==> src/w3d_interconnect_cfg.svh <==
`ifndef W3D_INTERCONNECT_CFG_SVH
`define W3D_INTERCONNECT_CFG_SVH

////////////////////////////////////////////////////////////
// Bus widths
`define W3D_ADDR_W 32
`define W3D_DATA_W 32

////////////////////////////////////////////////////////////
// Host data address map
`define W3D_DRAM_BASE 32'h0000_0000
`define W3D_DRAM_MASK 32'he000_0000
`define W3D_MMIO_BASE 32'h2000_0000 // Graphics control and external I/O
`define W3D_MMIO_MASK 32'he000_0000

// MMIO subregions
`define W3D_GFX_BASE 32'h2000_0000
`define W3D_GFX_MASK 32'hf000_0000
`define W3D_EXT_BASE 32'h3000_0000
`define W3D_EXT_MASK 32'hf000_0000

`define W3D_DRAM_MASTERS 3 // VRAM, host data, host instruction

`endif

==> src/w3d_bus_pkg.sv <==
package w3d_bus_pkg;

	// Request opcode
	typedef enum logic {
		OP_READ  = 1'b0,
		OP_WRITE = 1'b1
	} bus_op_e;

	// Response status
	typedef enum logic {
		RESP_OKAY   = 1'b0,
		RESP_DECERR = 1'b1 // No target at this address
	} bus_resp_e;

endpackage

==> src/w3d_map_pkg.sv <==
package w3d_map_pkg;

	// Host data address decode result
	typedef enum logic [1:0] {
		REG_DRAM = 2'd0,
		REG_MMIO = 2'd1,
		REG_NONE = 2'd2
	} region_e;

	// DRAM arbiter slots, in round-robin order
	typedef enum logic [1:0] {
		M_GFX_VRAM  = 2'd0,
		M_HOST_DBUS = 2'd1,
		M_HOST_IBUS = 2'd2
	} dram_master_e;

endpackage

==> src/w3d_host_decoder.sv <==
`include "w3d_interconnect_cfg.svh"

module w3d_host_decoder
(
	input  logic                   clk,
	input  logic                   arst_n,

	input  logic                   host_req_valid,
	output logic                   host_req_ready,
	input  w3d_bus_pkg::bus_op_e   host_req_op,
	input  logic [`W3D_ADDR_W-1:0] host_req_addr,
	input  logic [`W3D_DATA_W-1:0] host_req_wdata,
	output logic                   host_rsp_valid,
	input  logic                   host_rsp_ready,
	output logic [`W3D_DATA_W-1:0] host_rsp_rdata,
	output w3d_bus_pkg::bus_resp_e host_rsp_resp,

	output logic                   dram_req_valid,
	input  logic                   dram_req_ready,
	output w3d_bus_pkg::bus_op_e   dram_req_op,
	output logic [`W3D_ADDR_W-1:0] dram_req_addr,
	output logic [`W3D_DATA_W-1:0] dram_req_wdata,
	input  logic                   dram_rsp_valid,
	output logic                   dram_rsp_ready,
	input  logic [`W3D_DATA_W-1:0] dram_rsp_rdata,
	input  w3d_bus_pkg::bus_resp_e dram_rsp_resp,

	output logic                   mmio_req_valid,
	input  logic                   mmio_req_ready,
	output w3d_bus_pkg::bus_op_e   mmio_req_op,
	output logic [`W3D_ADDR_W-1:0] mmio_req_addr,
	output logic [`W3D_DATA_W-1:0] mmio_req_wdata,
	input  logic                   mmio_rsp_valid,
	output logic                   mmio_rsp_ready,
	input  logic [`W3D_DATA_W-1:0] mmio_rsp_rdata,
	input  w3d_bus_pkg::bus_resp_e mmio_rsp_resp
);

	import w3d_bus_pkg::*;
	import w3d_map_pkg::*;

	typedef enum logic [1:0] {
		DEC_IDLE,
		DEC_DRAM,
		DEC_MMIO,
		DEC_ERR
	} dec_state_e;

	dec_state_e state;
	region_e    region;
	logic       idle;

	always_comb begin
		if ((host_req_addr & `W3D_DRAM_MASK) == `W3D_DRAM_BASE)
			region = REG_DRAM;
		else if ((host_req_addr & `W3D_MMIO_MASK) == `W3D_MMIO_BASE)
			region = REG_MMIO;
		else
			region = REG_NONE;
	end

	////////////////////////////////////////////////////////////
	// Request path open only while idle

	assign idle = state == DEC_IDLE;

	assign dram_req_valid = idle && host_req_valid && region == REG_DRAM;
	assign mmio_req_valid = idle && host_req_valid && region == REG_MMIO;

	assign dram_req_op    = host_req_op;
	assign dram_req_addr  = host_req_addr;
	assign dram_req_wdata = host_req_wdata;
	assign mmio_req_op    = host_req_op;
	assign mmio_req_addr  = host_req_addr;
	assign mmio_req_wdata = host_req_wdata;

	always_comb begin
		case (region)
			REG_DRAM: host_req_ready = idle && dram_req_ready;
			REG_MMIO: host_req_ready = idle && mmio_req_ready;
			default:  host_req_ready = idle; // Unmapped address always taken
		endcase
	end

	////////////////////////////////////////////////////////////
	// Response path

	always_comb begin
		host_rsp_valid = 1'b0;
		host_rsp_rdata = '0;
		host_rsp_resp  = RESP_OKAY;
		case (state)
			DEC_DRAM: begin
				host_rsp_valid = dram_rsp_valid;
				host_rsp_rdata = dram_rsp_rdata;
				host_rsp_resp  = dram_rsp_resp;
			end
			DEC_MMIO: begin
				host_rsp_valid = mmio_rsp_valid;
				host_rsp_rdata = mmio_rsp_rdata;
				host_rsp_resp  = mmio_rsp_resp;
			end
			DEC_ERR: begin
				host_rsp_valid = 1'b1;
				host_rsp_resp  = RESP_DECERR;
			end
			default: ;
		endcase
	end

	assign dram_rsp_ready = state == DEC_DRAM && host_rsp_ready;
	assign mmio_rsp_ready = state == DEC_MMIO && host_rsp_ready;

	always_ff @(posedge clk or negedge arst_n) begin
		if (!arst_n) begin
			state <= DEC_IDLE;
		end else if (idle) begin
			if (host_req_valid && host_req_ready) begin
				case (region)
					REG_DRAM: state <= DEC_DRAM;
					REG_MMIO: state <= DEC_MMIO;
					default:  state <= DEC_ERR;
				endcase
			end
		end else if (host_rsp_valid && host_rsp_ready) begin
			state <= DEC_IDLE;
		end
	end

endmodule

==> src/w3d_dram_arbiter.sv <==
`include "w3d_interconnect_cfg.svh"

module w3d_dram_arbiter
(
	input  logic                   clk,
	input  logic                   arst_n,

	input  logic                   gfx_vram_req_valid,
	output logic                   gfx_vram_req_ready,
	input  w3d_bus_pkg::bus_op_e   gfx_vram_req_op,
	input  logic [`W3D_ADDR_W-1:0] gfx_vram_req_addr,
	input  logic [`W3D_DATA_W-1:0] gfx_vram_req_wdata,
	output logic                   gfx_vram_rsp_valid,
	input  logic                   gfx_vram_rsp_ready,
	output logic [`W3D_DATA_W-1:0] gfx_vram_rsp_rdata,
	output w3d_bus_pkg::bus_resp_e gfx_vram_rsp_resp,

	input  logic                   dbus_req_valid,
	output logic                   dbus_req_ready,
	input  w3d_bus_pkg::bus_op_e   dbus_req_op,
	input  logic [`W3D_ADDR_W-1:0] dbus_req_addr,
	input  logic [`W3D_DATA_W-1:0] dbus_req_wdata,
	output logic                   dbus_rsp_valid,
	input  logic                   dbus_rsp_ready,
	output logic [`W3D_DATA_W-1:0] dbus_rsp_rdata,
	output w3d_bus_pkg::bus_resp_e dbus_rsp_resp,

	input  logic                   ibus_req_valid,
	output logic                   ibus_req_ready,
	input  logic [`W3D_ADDR_W-1:0] ibus_req_addr,
	output logic                   ibus_rsp_valid,
	input  logic                   ibus_rsp_ready,
	output logic [`W3D_DATA_W-1:0] ibus_rsp_rdata,
	output w3d_bus_pkg::bus_resp_e ibus_rsp_resp,

	output logic                   dram_req_valid,
	input  logic                   dram_req_ready,
	output w3d_bus_pkg::bus_op_e   dram_req_op,
	output logic [`W3D_ADDR_W-1:0] dram_req_addr,
	output logic [`W3D_DATA_W-1:0] dram_req_wdata,
	input  logic                   dram_rsp_valid,
	output logic                   dram_rsp_ready,
	input  logic [`W3D_DATA_W-1:0] dram_rsp_rdata,
	input  w3d_bus_pkg::bus_resp_e dram_rsp_resp
);

	import w3d_bus_pkg::*;
	import w3d_map_pkg::*;

	localparam int N = `W3D_DRAM_MASTERS;

	typedef enum logic {
		ARB_IDLE,
		ARB_BUSY
	} arb_state_e;

	arb_state_e   state;
	dram_master_e last;  // Slot served most recently
	dram_master_e owner; // Slot holding the lock
	dram_master_e grant;
	logic [N-1:0] req;
	logic         any_req;
	logic         busy;

	assign req  = {ibus_req_valid, dbus_req_valid, gfx_vram_req_valid};
	assign busy = state == ARB_BUSY;

	////////////////////////////////////////////////////////////
	// Round-robin pick with the nearest slot after last winning

	always_comb begin
		int idx;
		grant   = last;
		any_req = 1'b0;
		for (int i = N; i >= 1; i--) begin
			idx = (int'(last) + i) % N;
			if (req[idx]) begin
				grant   = dram_master_e'(idx[1:0]);
				any_req = 1'b1;
			end
		end
	end

	always_comb begin
		case (grant)
			M_GFX_VRAM: begin
				dram_req_op    = gfx_vram_req_op;
				dram_req_addr  = gfx_vram_req_addr;
				dram_req_wdata = gfx_vram_req_wdata;
			end
			M_HOST_DBUS: begin
				dram_req_op    = dbus_req_op;
				dram_req_addr  = dbus_req_addr;
				dram_req_wdata = dbus_req_wdata;
			end
			default: begin
				dram_req_op    = OP_READ; // Instruction fetch
				dram_req_addr  = ibus_req_addr;
				dram_req_wdata = '0;
			end
		endcase
	end

	assign dram_req_valid = !busy && any_req;

	assign gfx_vram_req_ready = dram_req_valid && grant == M_GFX_VRAM && dram_req_ready;
	assign dbus_req_ready     = dram_req_valid && grant == M_HOST_DBUS && dram_req_ready;
	assign ibus_req_ready     = dram_req_valid && grant == M_HOST_IBUS && dram_req_ready;

	////////////////////////////////////////////////////////////
	// Response back to the lock owner

	assign gfx_vram_rsp_valid = busy && owner == M_GFX_VRAM && dram_rsp_valid;
	assign dbus_rsp_valid     = busy && owner == M_HOST_DBUS && dram_rsp_valid;
	assign ibus_rsp_valid     = busy && owner == M_HOST_IBUS && dram_rsp_valid;

	assign gfx_vram_rsp_rdata = dram_rsp_rdata;
	assign gfx_vram_rsp_resp  = dram_rsp_resp;
	assign dbus_rsp_rdata     = dram_rsp_rdata;
	assign dbus_rsp_resp      = dram_rsp_resp;
	assign ibus_rsp_rdata     = dram_rsp_rdata;
	assign ibus_rsp_resp      = dram_rsp_resp;

	always_comb begin
		case (owner)
			M_GFX_VRAM:  dram_rsp_ready = busy && gfx_vram_rsp_ready;
			M_HOST_DBUS: dram_rsp_ready = busy && dbus_rsp_ready;
			default:     dram_rsp_ready = busy && ibus_rsp_ready;
		endcase
	end

	always_ff @(posedge clk or negedge arst_n) begin
		if (!arst_n) begin
			state <= ARB_IDLE;
			owner <= M_GFX_VRAM;
			last  <= M_HOST_IBUS; // Slot 0 first after reset
		end else if (!busy) begin
			if (dram_req_valid && dram_req_ready) begin
				state <= ARB_BUSY;
				owner <= grant;
			end
		end else if (dram_rsp_valid && dram_rsp_ready) begin
			state <= ARB_IDLE;
			last  <= owner;
		end
	end

endmodule

==> src/w3d_mmio_splitter.sv <==
`include "w3d_interconnect_cfg.svh"

module w3d_mmio_splitter
(
	input  logic                   clk,
	input  logic                   arst_n,

	input  logic                   mmio_req_valid,
	output logic                   mmio_req_ready,
	input  w3d_bus_pkg::bus_op_e   mmio_req_op,
	input  logic [`W3D_ADDR_W-1:0] mmio_req_addr,
	input  logic [`W3D_DATA_W-1:0] mmio_req_wdata,
	output logic                   mmio_rsp_valid,
	input  logic                   mmio_rsp_ready,
	output logic [`W3D_DATA_W-1:0] mmio_rsp_rdata,
	output w3d_bus_pkg::bus_resp_e mmio_rsp_resp,

	output logic                   gfx_ctrl_req_valid,
	input  logic                   gfx_ctrl_req_ready,
	output w3d_bus_pkg::bus_op_e   gfx_ctrl_req_op,
	output logic [`W3D_ADDR_W-1:0] gfx_ctrl_req_addr,
	output logic [`W3D_DATA_W-1:0] gfx_ctrl_req_wdata,
	input  logic                   gfx_ctrl_rsp_valid,
	output logic                   gfx_ctrl_rsp_ready,
	input  logic [`W3D_DATA_W-1:0] gfx_ctrl_rsp_rdata,
	input  w3d_bus_pkg::bus_resp_e gfx_ctrl_rsp_resp,

	output logic                   ext_io_req_valid,
	input  logic                   ext_io_req_ready,
	output w3d_bus_pkg::bus_op_e   ext_io_req_op,
	output logic [`W3D_ADDR_W-1:0] ext_io_req_addr,
	output logic [`W3D_DATA_W-1:0] ext_io_req_wdata,
	input  logic                   ext_io_rsp_valid,
	output logic                   ext_io_rsp_ready,
	input  logic [`W3D_DATA_W-1:0] ext_io_rsp_rdata,
	input  w3d_bus_pkg::bus_resp_e ext_io_rsp_resp
);

	import w3d_bus_pkg::*;

	typedef enum logic [1:0] {
		SPL_IDLE,
		SPL_GFX,
		SPL_EXT
	} spl_state_e;

	spl_state_e state;
	logic       idle;
	logic       gfx_hit;
	logic       ext_hit;

	assign idle    = state == SPL_IDLE;
	assign gfx_hit = (mmio_req_addr & `W3D_GFX_MASK) == `W3D_GFX_BASE;
	assign ext_hit = (mmio_req_addr & `W3D_EXT_MASK) == `W3D_EXT_BASE;

	assign gfx_ctrl_req_valid = idle && mmio_req_valid && gfx_hit;
	assign ext_io_req_valid   = idle && mmio_req_valid && ext_hit;
	assign mmio_req_ready     = idle && (gfx_hit ? gfx_ctrl_req_ready :
	                                     ext_hit && ext_io_req_ready);

	assign gfx_ctrl_req_op    = mmio_req_op;
	assign gfx_ctrl_req_addr  = mmio_req_addr;
	assign gfx_ctrl_req_wdata = mmio_req_wdata;
	assign ext_io_req_op      = mmio_req_op;
	assign ext_io_req_addr    = mmio_req_addr;
	assign ext_io_req_wdata   = mmio_req_wdata;

	// Response mux follows the recorded target
	always_comb begin
		mmio_rsp_valid = 1'b0;
		mmio_rsp_rdata = '0;
		mmio_rsp_resp  = RESP_OKAY;
		if (state == SPL_GFX) begin
			mmio_rsp_valid = gfx_ctrl_rsp_valid;
			mmio_rsp_rdata = gfx_ctrl_rsp_rdata;
			mmio_rsp_resp  = gfx_ctrl_rsp_resp;
		end else if (state == SPL_EXT) begin
			mmio_rsp_valid = ext_io_rsp_valid;
			mmio_rsp_rdata = ext_io_rsp_rdata;
			mmio_rsp_resp  = ext_io_rsp_resp;
		end
	end

	assign gfx_ctrl_rsp_ready = state == SPL_GFX && mmio_rsp_ready;
	assign ext_io_rsp_ready   = state == SPL_EXT && mmio_rsp_ready;

	always_ff @(posedge clk or negedge arst_n) begin
		if (!arst_n) begin
			state <= SPL_IDLE;
		end else if (idle) begin
			if (mmio_req_valid && mmio_req_ready)
				state <= gfx_hit ? SPL_GFX : SPL_EXT;
		end else if (mmio_rsp_valid && mmio_rsp_ready) begin
			state <= SPL_IDLE;
		end
	end

endmodule

==> src/w3d_interconnect.sv <==
`include "w3d_interconnect_cfg.svh"

module w3d_interconnect
(
	input  logic                   clk,
	input  logic                   arst_n,

	input  logic                   gfx_vram_req_valid,
	output logic                   gfx_vram_req_ready,
	input  w3d_bus_pkg::bus_op_e   gfx_vram_req_op,
	input  logic [`W3D_ADDR_W-1:0] gfx_vram_req_addr,
	input  logic [`W3D_DATA_W-1:0] gfx_vram_req_wdata,
	output logic                   gfx_vram_rsp_valid,
	input  logic                   gfx_vram_rsp_ready,
	output logic [`W3D_DATA_W-1:0] gfx_vram_rsp_rdata,
	output w3d_bus_pkg::bus_resp_e gfx_vram_rsp_resp,

	input  logic                   host_dbus_req_valid,
	output logic                   host_dbus_req_ready,
	input  w3d_bus_pkg::bus_op_e   host_dbus_req_op,
	input  logic [`W3D_ADDR_W-1:0] host_dbus_req_addr,
	input  logic [`W3D_DATA_W-1:0] host_dbus_req_wdata,
	output logic                   host_dbus_rsp_valid,
	input  logic                   host_dbus_rsp_ready,
	output logic [`W3D_DATA_W-1:0] host_dbus_rsp_rdata,
	output w3d_bus_pkg::bus_resp_e host_dbus_rsp_resp,

	input  logic                   host_ibus_req_valid,
	output logic                   host_ibus_req_ready,
	input  logic [`W3D_ADDR_W-1:0] host_ibus_req_addr,
	output logic                   host_ibus_rsp_valid,
	input  logic                   host_ibus_rsp_ready,
	output logic [`W3D_DATA_W-1:0] host_ibus_rsp_rdata,
	output w3d_bus_pkg::bus_resp_e host_ibus_rsp_resp,

	output logic                   dram_req_valid,
	input  logic                   dram_req_ready,
	output w3d_bus_pkg::bus_op_e   dram_req_op,
	output logic [`W3D_ADDR_W-1:0] dram_req_addr,
	output logic [`W3D_DATA_W-1:0] dram_req_wdata,
	input  logic                   dram_rsp_valid,
	output logic                   dram_rsp_ready,
	input  logic [`W3D_DATA_W-1:0] dram_rsp_rdata,
	input  w3d_bus_pkg::bus_resp_e dram_rsp_resp,

	output logic                   gfx_ctrl_req_valid,
	input  logic                   gfx_ctrl_req_ready,
	output w3d_bus_pkg::bus_op_e   gfx_ctrl_req_op,
	output logic [`W3D_ADDR_W-1:0] gfx_ctrl_req_addr,
	output logic [`W3D_DATA_W-1:0] gfx_ctrl_req_wdata,
	input  logic                   gfx_ctrl_rsp_valid,
	output logic                   gfx_ctrl_rsp_ready,
	input  logic [`W3D_DATA_W-1:0] gfx_ctrl_rsp_rdata,
	input  w3d_bus_pkg::bus_resp_e gfx_ctrl_rsp_resp,

	output logic                   ext_io_req_valid,
	input  logic                   ext_io_req_ready,
	output w3d_bus_pkg::bus_op_e   ext_io_req_op,
	output logic [`W3D_ADDR_W-1:0] ext_io_req_addr,
	output logic [`W3D_DATA_W-1:0] ext_io_req_wdata,
	input  logic                   ext_io_rsp_valid,
	output logic                   ext_io_rsp_ready,
	input  logic [`W3D_DATA_W-1:0] ext_io_rsp_rdata,
	input  w3d_bus_pkg::bus_resp_e ext_io_rsp_resp
);

	import w3d_bus_pkg::*;

	// Host data path into arbiter slot 1
	logic                   dbus_req_valid, dbus_req_ready;
	bus_op_e                dbus_req_op;
	logic [`W3D_ADDR_W-1:0] dbus_req_addr;
	logic [`W3D_DATA_W-1:0] dbus_req_wdata, dbus_rsp_rdata;
	logic                   dbus_rsp_valid, dbus_rsp_ready;
	bus_resp_e              dbus_rsp_resp;

	// Host data path into the MMIO splitter
	logic                   mmio_req_valid, mmio_req_ready;
	bus_op_e                mmio_req_op;
	logic [`W3D_ADDR_W-1:0] mmio_req_addr;
	logic [`W3D_DATA_W-1:0] mmio_req_wdata, mmio_rsp_rdata;
	logic                   mmio_rsp_valid, mmio_rsp_ready;
	bus_resp_e              mmio_rsp_resp;

	w3d_host_decoder decoder_i
	(
		.clk,
		.arst_n,
		.host_req_valid(host_dbus_req_valid),
		.host_req_ready(host_dbus_req_ready),
		.host_req_op(host_dbus_req_op),
		.host_req_addr(host_dbus_req_addr),
		.host_req_wdata(host_dbus_req_wdata),
		.host_rsp_valid(host_dbus_rsp_valid),
		.host_rsp_ready(host_dbus_rsp_ready),
		.host_rsp_rdata(host_dbus_rsp_rdata),
		.host_rsp_resp(host_dbus_rsp_resp),
		.dram_req_valid(dbus_req_valid),
		.dram_req_ready(dbus_req_ready),
		.dram_req_op(dbus_req_op),
		.dram_req_addr(dbus_req_addr),
		.dram_req_wdata(dbus_req_wdata),
		.dram_rsp_valid(dbus_rsp_valid),
		.dram_rsp_ready(dbus_rsp_ready),
		.dram_rsp_rdata(dbus_rsp_rdata),
		.dram_rsp_resp(dbus_rsp_resp),
		.mmio_req_valid, .mmio_req_ready, .mmio_req_op, .mmio_req_addr, .mmio_req_wdata,
		.mmio_rsp_valid, .mmio_rsp_ready, .mmio_rsp_rdata, .mmio_rsp_resp
	);

	w3d_dram_arbiter arbiter_i
	(
		.clk,
		.arst_n,
		.gfx_vram_req_valid, .gfx_vram_req_ready, .gfx_vram_req_op,
		.gfx_vram_req_addr, .gfx_vram_req_wdata,
		.gfx_vram_rsp_valid, .gfx_vram_rsp_ready, .gfx_vram_rsp_rdata, .gfx_vram_rsp_resp,
		.dbus_req_valid, .dbus_req_ready, .dbus_req_op, .dbus_req_addr, .dbus_req_wdata,
		.dbus_rsp_valid, .dbus_rsp_ready, .dbus_rsp_rdata, .dbus_rsp_resp,
		.ibus_req_valid(host_ibus_req_valid),
		.ibus_req_ready(host_ibus_req_ready),
		.ibus_req_addr(host_ibus_req_addr),
		.ibus_rsp_valid(host_ibus_rsp_valid),
		.ibus_rsp_ready(host_ibus_rsp_ready),
		.ibus_rsp_rdata(host_ibus_rsp_rdata),
		.ibus_rsp_resp(host_ibus_rsp_resp),
		.dram_req_valid, .dram_req_ready, .dram_req_op, .dram_req_addr, .dram_req_wdata,
		.dram_rsp_valid, .dram_rsp_ready, .dram_rsp_rdata, .dram_rsp_resp
	);

	w3d_mmio_splitter splitter_i
	(
		.clk,
		.arst_n,
		.mmio_req_valid, .mmio_req_ready, .mmio_req_op, .mmio_req_addr, .mmio_req_wdata,
		.mmio_rsp_valid, .mmio_rsp_ready, .mmio_rsp_rdata, .mmio_rsp_resp,
		.gfx_ctrl_req_valid, .gfx_ctrl_req_ready, .gfx_ctrl_req_op,
		.gfx_ctrl_req_addr, .gfx_ctrl_req_wdata,
		.gfx_ctrl_rsp_valid, .gfx_ctrl_rsp_ready, .gfx_ctrl_rsp_rdata, .gfx_ctrl_rsp_resp,
		.ext_io_req_valid, .ext_io_req_ready, .ext_io_req_op,
		.ext_io_req_addr, .ext_io_req_wdata,
		.ext_io_rsp_valid, .ext_io_rsp_ready, .ext_io_rsp_rdata, .ext_io_rsp_resp
	);

endmodule

==> config.mk <==
export PLATFORM = sky130hd
export DESIGN_NAME = w3d_interconnect
export DESIGN_NICKNAME = d
export VERILOG_FILES = /design/src/w3d_bus_pkg.sv /design/src/w3d_map_pkg.sv /design/src/w3d_host_decoder.sv /design/src/w3d_dram_arbiter.sv /design/src/w3d_mmio_splitter.sv /design/src/w3d_interconnect.sv
export VERILOG_INCLUDE_DIRS = /design/src /design/src/src
export SDC_FILE = /design/constraint.sdc
export NUM_CORES = 1
export LEC_CHECK = 0
export ABC_CLOCK_PERIOD_IN_PS = 7970
export BUFFER_PORTS_ARGS = -buffer_cell sky130_fd_sc_hd__buf_2
export CORE_AREA = 4 4 223 225
export CTS_CLUSTER_SIZE = 24
export DETAILED_ROUTE_END_ITERATION = 8
export DIE_AREA = 0 0 227 229
export PLACE_DENSITY_LB_ADDON = 0.05
export SYNTH_ARGS = -nofsm -noshare
export SYNTH_HDL_FRONTEND = slang
export SYNTH_SLANG_ARGS = --single-unit
==> constraint.sdc <==
create_clock -name clk -period 7.97 [get_ports clk]
set_input_delay 1.1955 -clock clk [delete_from_list [all_inputs] [get_ports clk]]
set_output_delay 1.1955 -clock clk [all_outputs]
set_load 0.1 [all_outputs]
After elaboration in Yosys (flattened, before gate mapping)
Index checks and enable logic that the tools add are counted.

Register bits after elaboration: 9. Input bits: 275. Output and inout port bits: 306. Logic and storage cells: 122.

Add/subtract/negate cells: 3. Div/mod/pow operators: 3. Magnitude comparators: 3. Equal/unequal tests: 15. Mux-type cells: 43. Bitwise logic cells: 1. Reductions and logical operators: 49.

Operators by type and width (count): $pmux W32 S2 (3); $lt A32 B4 Y1 const B (3); $mod A32 B3 Y32 const B (3); $mux W32 (2); $logic_and A1 B1 Y1 (36); $logic_not A32 Y1 (1); $mux W2 (12); $mux W1 (17); $eq A2 B1 Y1 const B (5); $eq A2 B2 Y1 const B (5); $logic_not A2 Y1 (5); $eq A4 B2 Y1 const B (2); $reduce_and A2 Y1 (4); $add A2 B2 Y3 const B (2); $bmux W1 S2 (3); $pmux W1 S2 (3); $pmux W1 S3 (2); $ne A2 B2 Y1 const B (2); $pmux W2 S2 (1); $reduce_bool A2 Y1 (2); $add A2 B1 Y3 const B (1); $eq A3 B1 Y1 const B (1); $logic_not A1 Y1 (1); $not A1 Y1 (1).

Depth between registers and ports, before layout
Word-level depth: 19. Depth in mapped cells: 11. Depth with buffers taken out: 8.

By module
Synthesis repeated with hierarchy kept, for this count alone.

Cell total of the unflattened synthesis: 840. Area total of the unflattened synthesis: 5740.5 µm².

Modules (own cells, without submodules): w3d_dram_arbiter (times used 1, cells each 414, area each 2527.4 µm², sequential area each 126.4 µm²); w3d_host_decoder (times used 1, cells each 234, area each 1729.2 µm², sequential area each 50.0 µm²); w3d_mmio_splitter (times used 1, cells each 192, area each 1483.9 µm², sequential area each 50.0 µm²).

Worst setup path after synthesis
Ideal clock, no wire load.

Path kind: input-to-output. Start point: input port host_dbus_req_addr[30]. End point: output port gfx_vram_req_ready. Data arrival time: 4.619 ns. Required time: 6.775 ns. Path slack: 2.155 ns. Stages: 7. Path buffers: 2. Cell sequence: nand4bb_4 nor2_2 a31oi_1 o221ai_2 buf_6 buf_4 nor3b_1.

Cells in the longest elaborated chain, start to end: 14. Elaborated cells on any way between the ends: 25. Classes of those cells: eq/ne: 1; mux: 17; reduce/logical: 7.

Ends and longest elaborated chain: from (decl) (line w3d_interconnect.sv:21) `` input logic [`W3D_ADDR_W-1:0] host_dbus_req_addr, ``; $eq A3 B1 Y1 (no source line); $mux W2 (line w3d_host_decoder.sv:56) `` else if ((host_req_addr & `W3D_MMIO_MASK) == `W3D_MMIO_BASE) ``; $mux W2 * (line w3d_host_decoder.sv:54) `` if ((host_req_addr & `W3D_DRAM_MASK) == `W3D_DRAM_BASE) ``; $logic_not A2 Y1 * (line w3d_host_decoder.sv:67) `assign dram_req_valid = idle && host_req_valid && region == REG_DRAM;`; $logic_and A1 B1 Y1 * (line w3d_host_decoder.sv:67); $bmux W1 S2 (line w3d_dram_arbiter.sv:77) `if (req[idx]) begin`; $mux W1 (not written as such) (2 in a row) (line w3d_dram_arbiter.sv:77); $mux W2 / $mux W1 (equally long branches) (3 in a row) (line w3d_dram_arbiter.sv:77); $logic_not A2 Y1 / $logic_and A1 B1 Y1 (equally long branches) (line w3d_dram_arbiter.sv:106, w3d_dram_arbiter.sv:104); $logic_and A1 B1 Y1 * (2 in a row) (line w3d_dram_arbiter.sv:106) `assign gfx_vram_req_ready = dram_req_valid && grant == M_GFX_VRAM && dram_req_ready;`; to (decl) (line w3d_interconnect.sv:9) `output logic gfx_vram_req_ready,`.

Mark *: on every way between the ends. The rest lies on a longest branch, timed or not. The select of a mux whose other input is x is not followed.

Worst setup path in the final report
Start point: input port host_dbus_req_addr[30]. End point: output port dram_req_addr[30].

Cells in the longest elaborated chain, start to end: 13. Elaborated cells on any way between the ends: 21. Classes of those cells: eq/ne: 2; mux: 15; reduce/logical: 4.

Ends and longest elaborated chain: $eq A3 B1 Y1 (no source line); $mux W2 (line w3d_host_decoder.sv:56); $mux W2 (line w3d_host_decoder.sv:54); $logic_not A2 Y1 (line w3d_host_decoder.sv:67); $logic_and A1 B1 Y1 (line w3d_host_decoder.sv:67); $bmux W1 S2 (line w3d_dram_arbiter.sv:77); $mux W1 (not written as such) (2 in a row) (line w3d_dram_arbiter.sv:77); $mux W2 (3 in a row) (line w3d_dram_arbiter.sv:77); $eq A2 B1 Y1 / $logic_not A2 Y1 (equally long branches) (line w3d_dram_arbiter.sv:85) `case (grant)`; $pmux W32 S2 * (line w3d_dram_arbiter.sv:85); to (decl) (line w3d_interconnect.sv:39) `` output logic [`W3D_ADDR_W-1:0] dram_req_addr, ``.

Marked as above.

==> flow_metrics.tcl <==
set metrics [dict create \
    slowest_delay_ns 0.64 \
    cpMostUsedCell "buf_2" \
    yosysWarnings 0 \
    tightest_slew_ns 0.970 \
    crit_path_end_kind "primary output" \
    drt-total-wl_mm 27.0 \
    cp.buffers_inverters 3 \
    synth_area_per_cell_um2 8.11 \
    cts_buffers 3 \
    grt_pass1_wl_mm 36.7 \
    synth_area_um2 4630 \
    die_h_um 229 \
    whs_endpoint "arbiter_i.last[0]$_DFFE_PN0P_" \
    r2r-start "arbiter_i.last[1]$_DFFE_PN1P_" \
    slew_violations 0 \
    min_from "arbiter_i.last[0]$_DFFE_PN0P_" \
    drcViolationCount 0 \
    yosys.area_share.simple_pct 12.9 \
    antenna_found_initial 4 \
    syn_nets 853 \
    path_cells "buf_2 > nand4bb_4 > nor2_2 > a31oi_1 > o221ai_4 > buf_4 > mux2_4 > mux2_2 > buf_2" \
    min_period_ns 5.27 \
    grt_overflow_total 0 \
    ys_seq_area_share_pct 4.89 \
    finalNetCount 1213 \
    cts_max_level 1 \
    dieArea_um2 52000 \
    routed_via_density 3.42 \
    wl_met1_mm 9.48 \
    cp-start-kind "primary input" \
    max_slew_margin_pct 35.2 \
    wl_per_cell_um 17.4 \
    synth_xor_area_share_pct 0 \
    status "finished clean" \
    worstRegToRegCells 7 \
    rows 80 \
    critPathMaxFanout 25 \
    final_cell_mix "580 x buf_2, 39 x nor2_1, 36 x mux2_2" \
    die_w_um 227 \
    ios 581 \
    skew_ns 0.00342 \
    cts_root_buf "clkbuf_16" \
    r2r-end "decoder_i.state[1]$_DFFE_PN0P_" \
    ys_seq_elements 9 \
    synthCells 571 \
    synth_top_family_by_area "buffers and inverters" \
    post_cts_resized 0 \
    ant_nets 0 \
    worst_hold_path_type "flop to flop" \
    synthAdderAreaFrac_pct 1.89 \
    io_buffers 580 \
    setup_viol 0 \
    worstPathArrival_ns 4.08 \
    crit_slowest_cell "o221ai_4" \
    wl_met2_mm 14.9 \
    rrSetupSlack_ns 5.25 \
    vias 5290 \
    synth-edff-count 0 \
    core_um2 47500 \
    grt_usage_pct 9.41 \
    synthFlopType "dfrtp_1" \
    finalSetupTns_ns 0 \
    muxShareOfSynthArea_pct 26.7 \
    drive_gt1_share_pct 71.8 \
    start_util_pct 9.74 \
    maxCapViolCount 0 \
    mostFrequentLayoutCell "buf_2" \
    synth_async_sr_flop_share_pct 100 \
    synth-compound-area-share_pct 17.0 \
    dr.pass1.iters 4 \
    worstSetupPathType "primary input to primary output" \
    dp_hpwl_mm 23.3 \
    rsz0062_at_grt "false" \
    cts_tree "built" \
    clkLatencyLatePin_ns 0.23 \
    cts_setup_buffers 0 \
    crit_required_ns 6.77 \
    clock_path_buffers 2 \
    postCtsHoldBufs 0 \
    min_path_cells 1 \
    syn2layout_area_growth_pct 47.3 \
    top_layer "met5" \
    clock_sinks 9 \
    drt_iter0_drc 107 \
    first_global_vias 5488 \
    fmax_mhz 190 \
    routabilityCongestion 0.728 \
    clkTransAtPathRegs_ns 0.04 \
    path_delay_family "buffers and inverters" \
    ys_types 49 \
    fin_crit_sh_pct 66.1 \
    wl_met3_mm 2.38 \
    hold_violations 0 \
    grt_max_degree 37 \
]
## worst max path at each step
stage / start / depth (start not counted) / slack [ns] / end
5_1_grt: host_dbus_req_addr[30] / 9 / 2.54 / dram_req_addr[30]
3_5_place_dp: host_dbus_req_addr[30] / 9 / 2.65 / dram_req_addr[30]
3_3_place_gp: host_dbus_req_addr[30] / 9 / 2.67 / dram_req_addr[30]
6_report: host_dbus_req_addr[30] / 9 / 2.70 / dram_req_addr[30]
2_1_floorplan: host_dbus_req_addr[30] / 7 / 2.16 / gfx_vram_req_ready
4_1_cts: host_dbus_req_addr[30] / 9 / 2.64 / dram_req_addr[30]
## cell usage after synthesis (all sizes together) (2+ instances only)
cell type | n | area, um2
or2 | 2 | 12.5
o31ai | 4 | 35.0
o21ai | 7 | 38.8
nand2 | 11 | 41.3
nor2 | 40 | 153
inv | 9 | 33.8
ha | 7 | 87.6
o21bai | 2 | 15.0
mux2 | 68 | 886
and3b | 3 | 26.3
a21oi | 5 | 25.0
and3 | 3 | 18.8
clkbuf | 17 | 63.8
nor2b | 36 | 225
buf | 215 | 1600
nand3 | 4 | 20.0
nor3b | 3 | 22.5
a31oi | 3 | 18.8
a22o | 33 | 289
mux2i | 35 | 350
nor3 | 5 | 30.0
dfrtp | 8 | 200
a22oi | 32 | 240
a21o | 3 | 22.5
## layout make-up
type,instances,area (um2)
clock buffer,4,78.8
tap,615,769
fill,5521,40700
antenna,3,7.51
timing repair buffer,587,2970
inverter,9,33.8
multi-input combinational,321,2740
sequential,9,226
## state kept, by name (all words and copies together), names as in the netlist
register,flops
arbiter_i.busy,1
arbiter_i.last,2
arbiter_i.owner,2
decoder_i.state,2
splitter_i.state,2
## through the flow
step / cells / cell area (um2) / hold slack (ns) / worst slack (ns) / utilization, %
2_1_floorplan: 571 / 4630 / 0.508 / 2.16 / -
3_3_place_gp: 1541 / 6740 / 0.576 / 2.67 / 14.2
3_5_place_dp: 1541 / 6740 / 0.579 / 2.65 / 14.2
4_1_cts: 1545 / 6820 / 0.585 / 2.64 / 14.3
5_1_grt: 1547 / 6820 / 0.621 / 2.54 / 14.4
6_report: 1548 / 6830 / 0.573 / 2.70 / 14.4
## layer usage
layer | GRT usage (%) | vias to the layer above
li1 | - | 2527
met1 | 9.51 | 2452
met2 | 19.1 | 297
met3 | 2.69 | 12
met4 | 1.32 | 2
met5 | 0 | -
## worst reg2reg max path, stage by stage, from the launching register on
cell	delay (ns)
dfstp_2	0.60
ha_1	0.41
mux2i_1	0.22
o21ai_0	0.11
a31oi_1	0.26
o221ai_4	0.37
nor3_2	0.47
o31ai_1	0.14
## cells by family after synthesis
group	Yosys count
AO/OA/AOI/OAI	100
adder cells (fa/ha/maj)	7
buffers and inverters	241
flip-flops	9
multiplexers	103
AND/OR/NAND/NOR	111
Power is left out: the tool's default activity adds up to more than one toggle a clock period on the data nets, which glitch-free logic cannot reach.
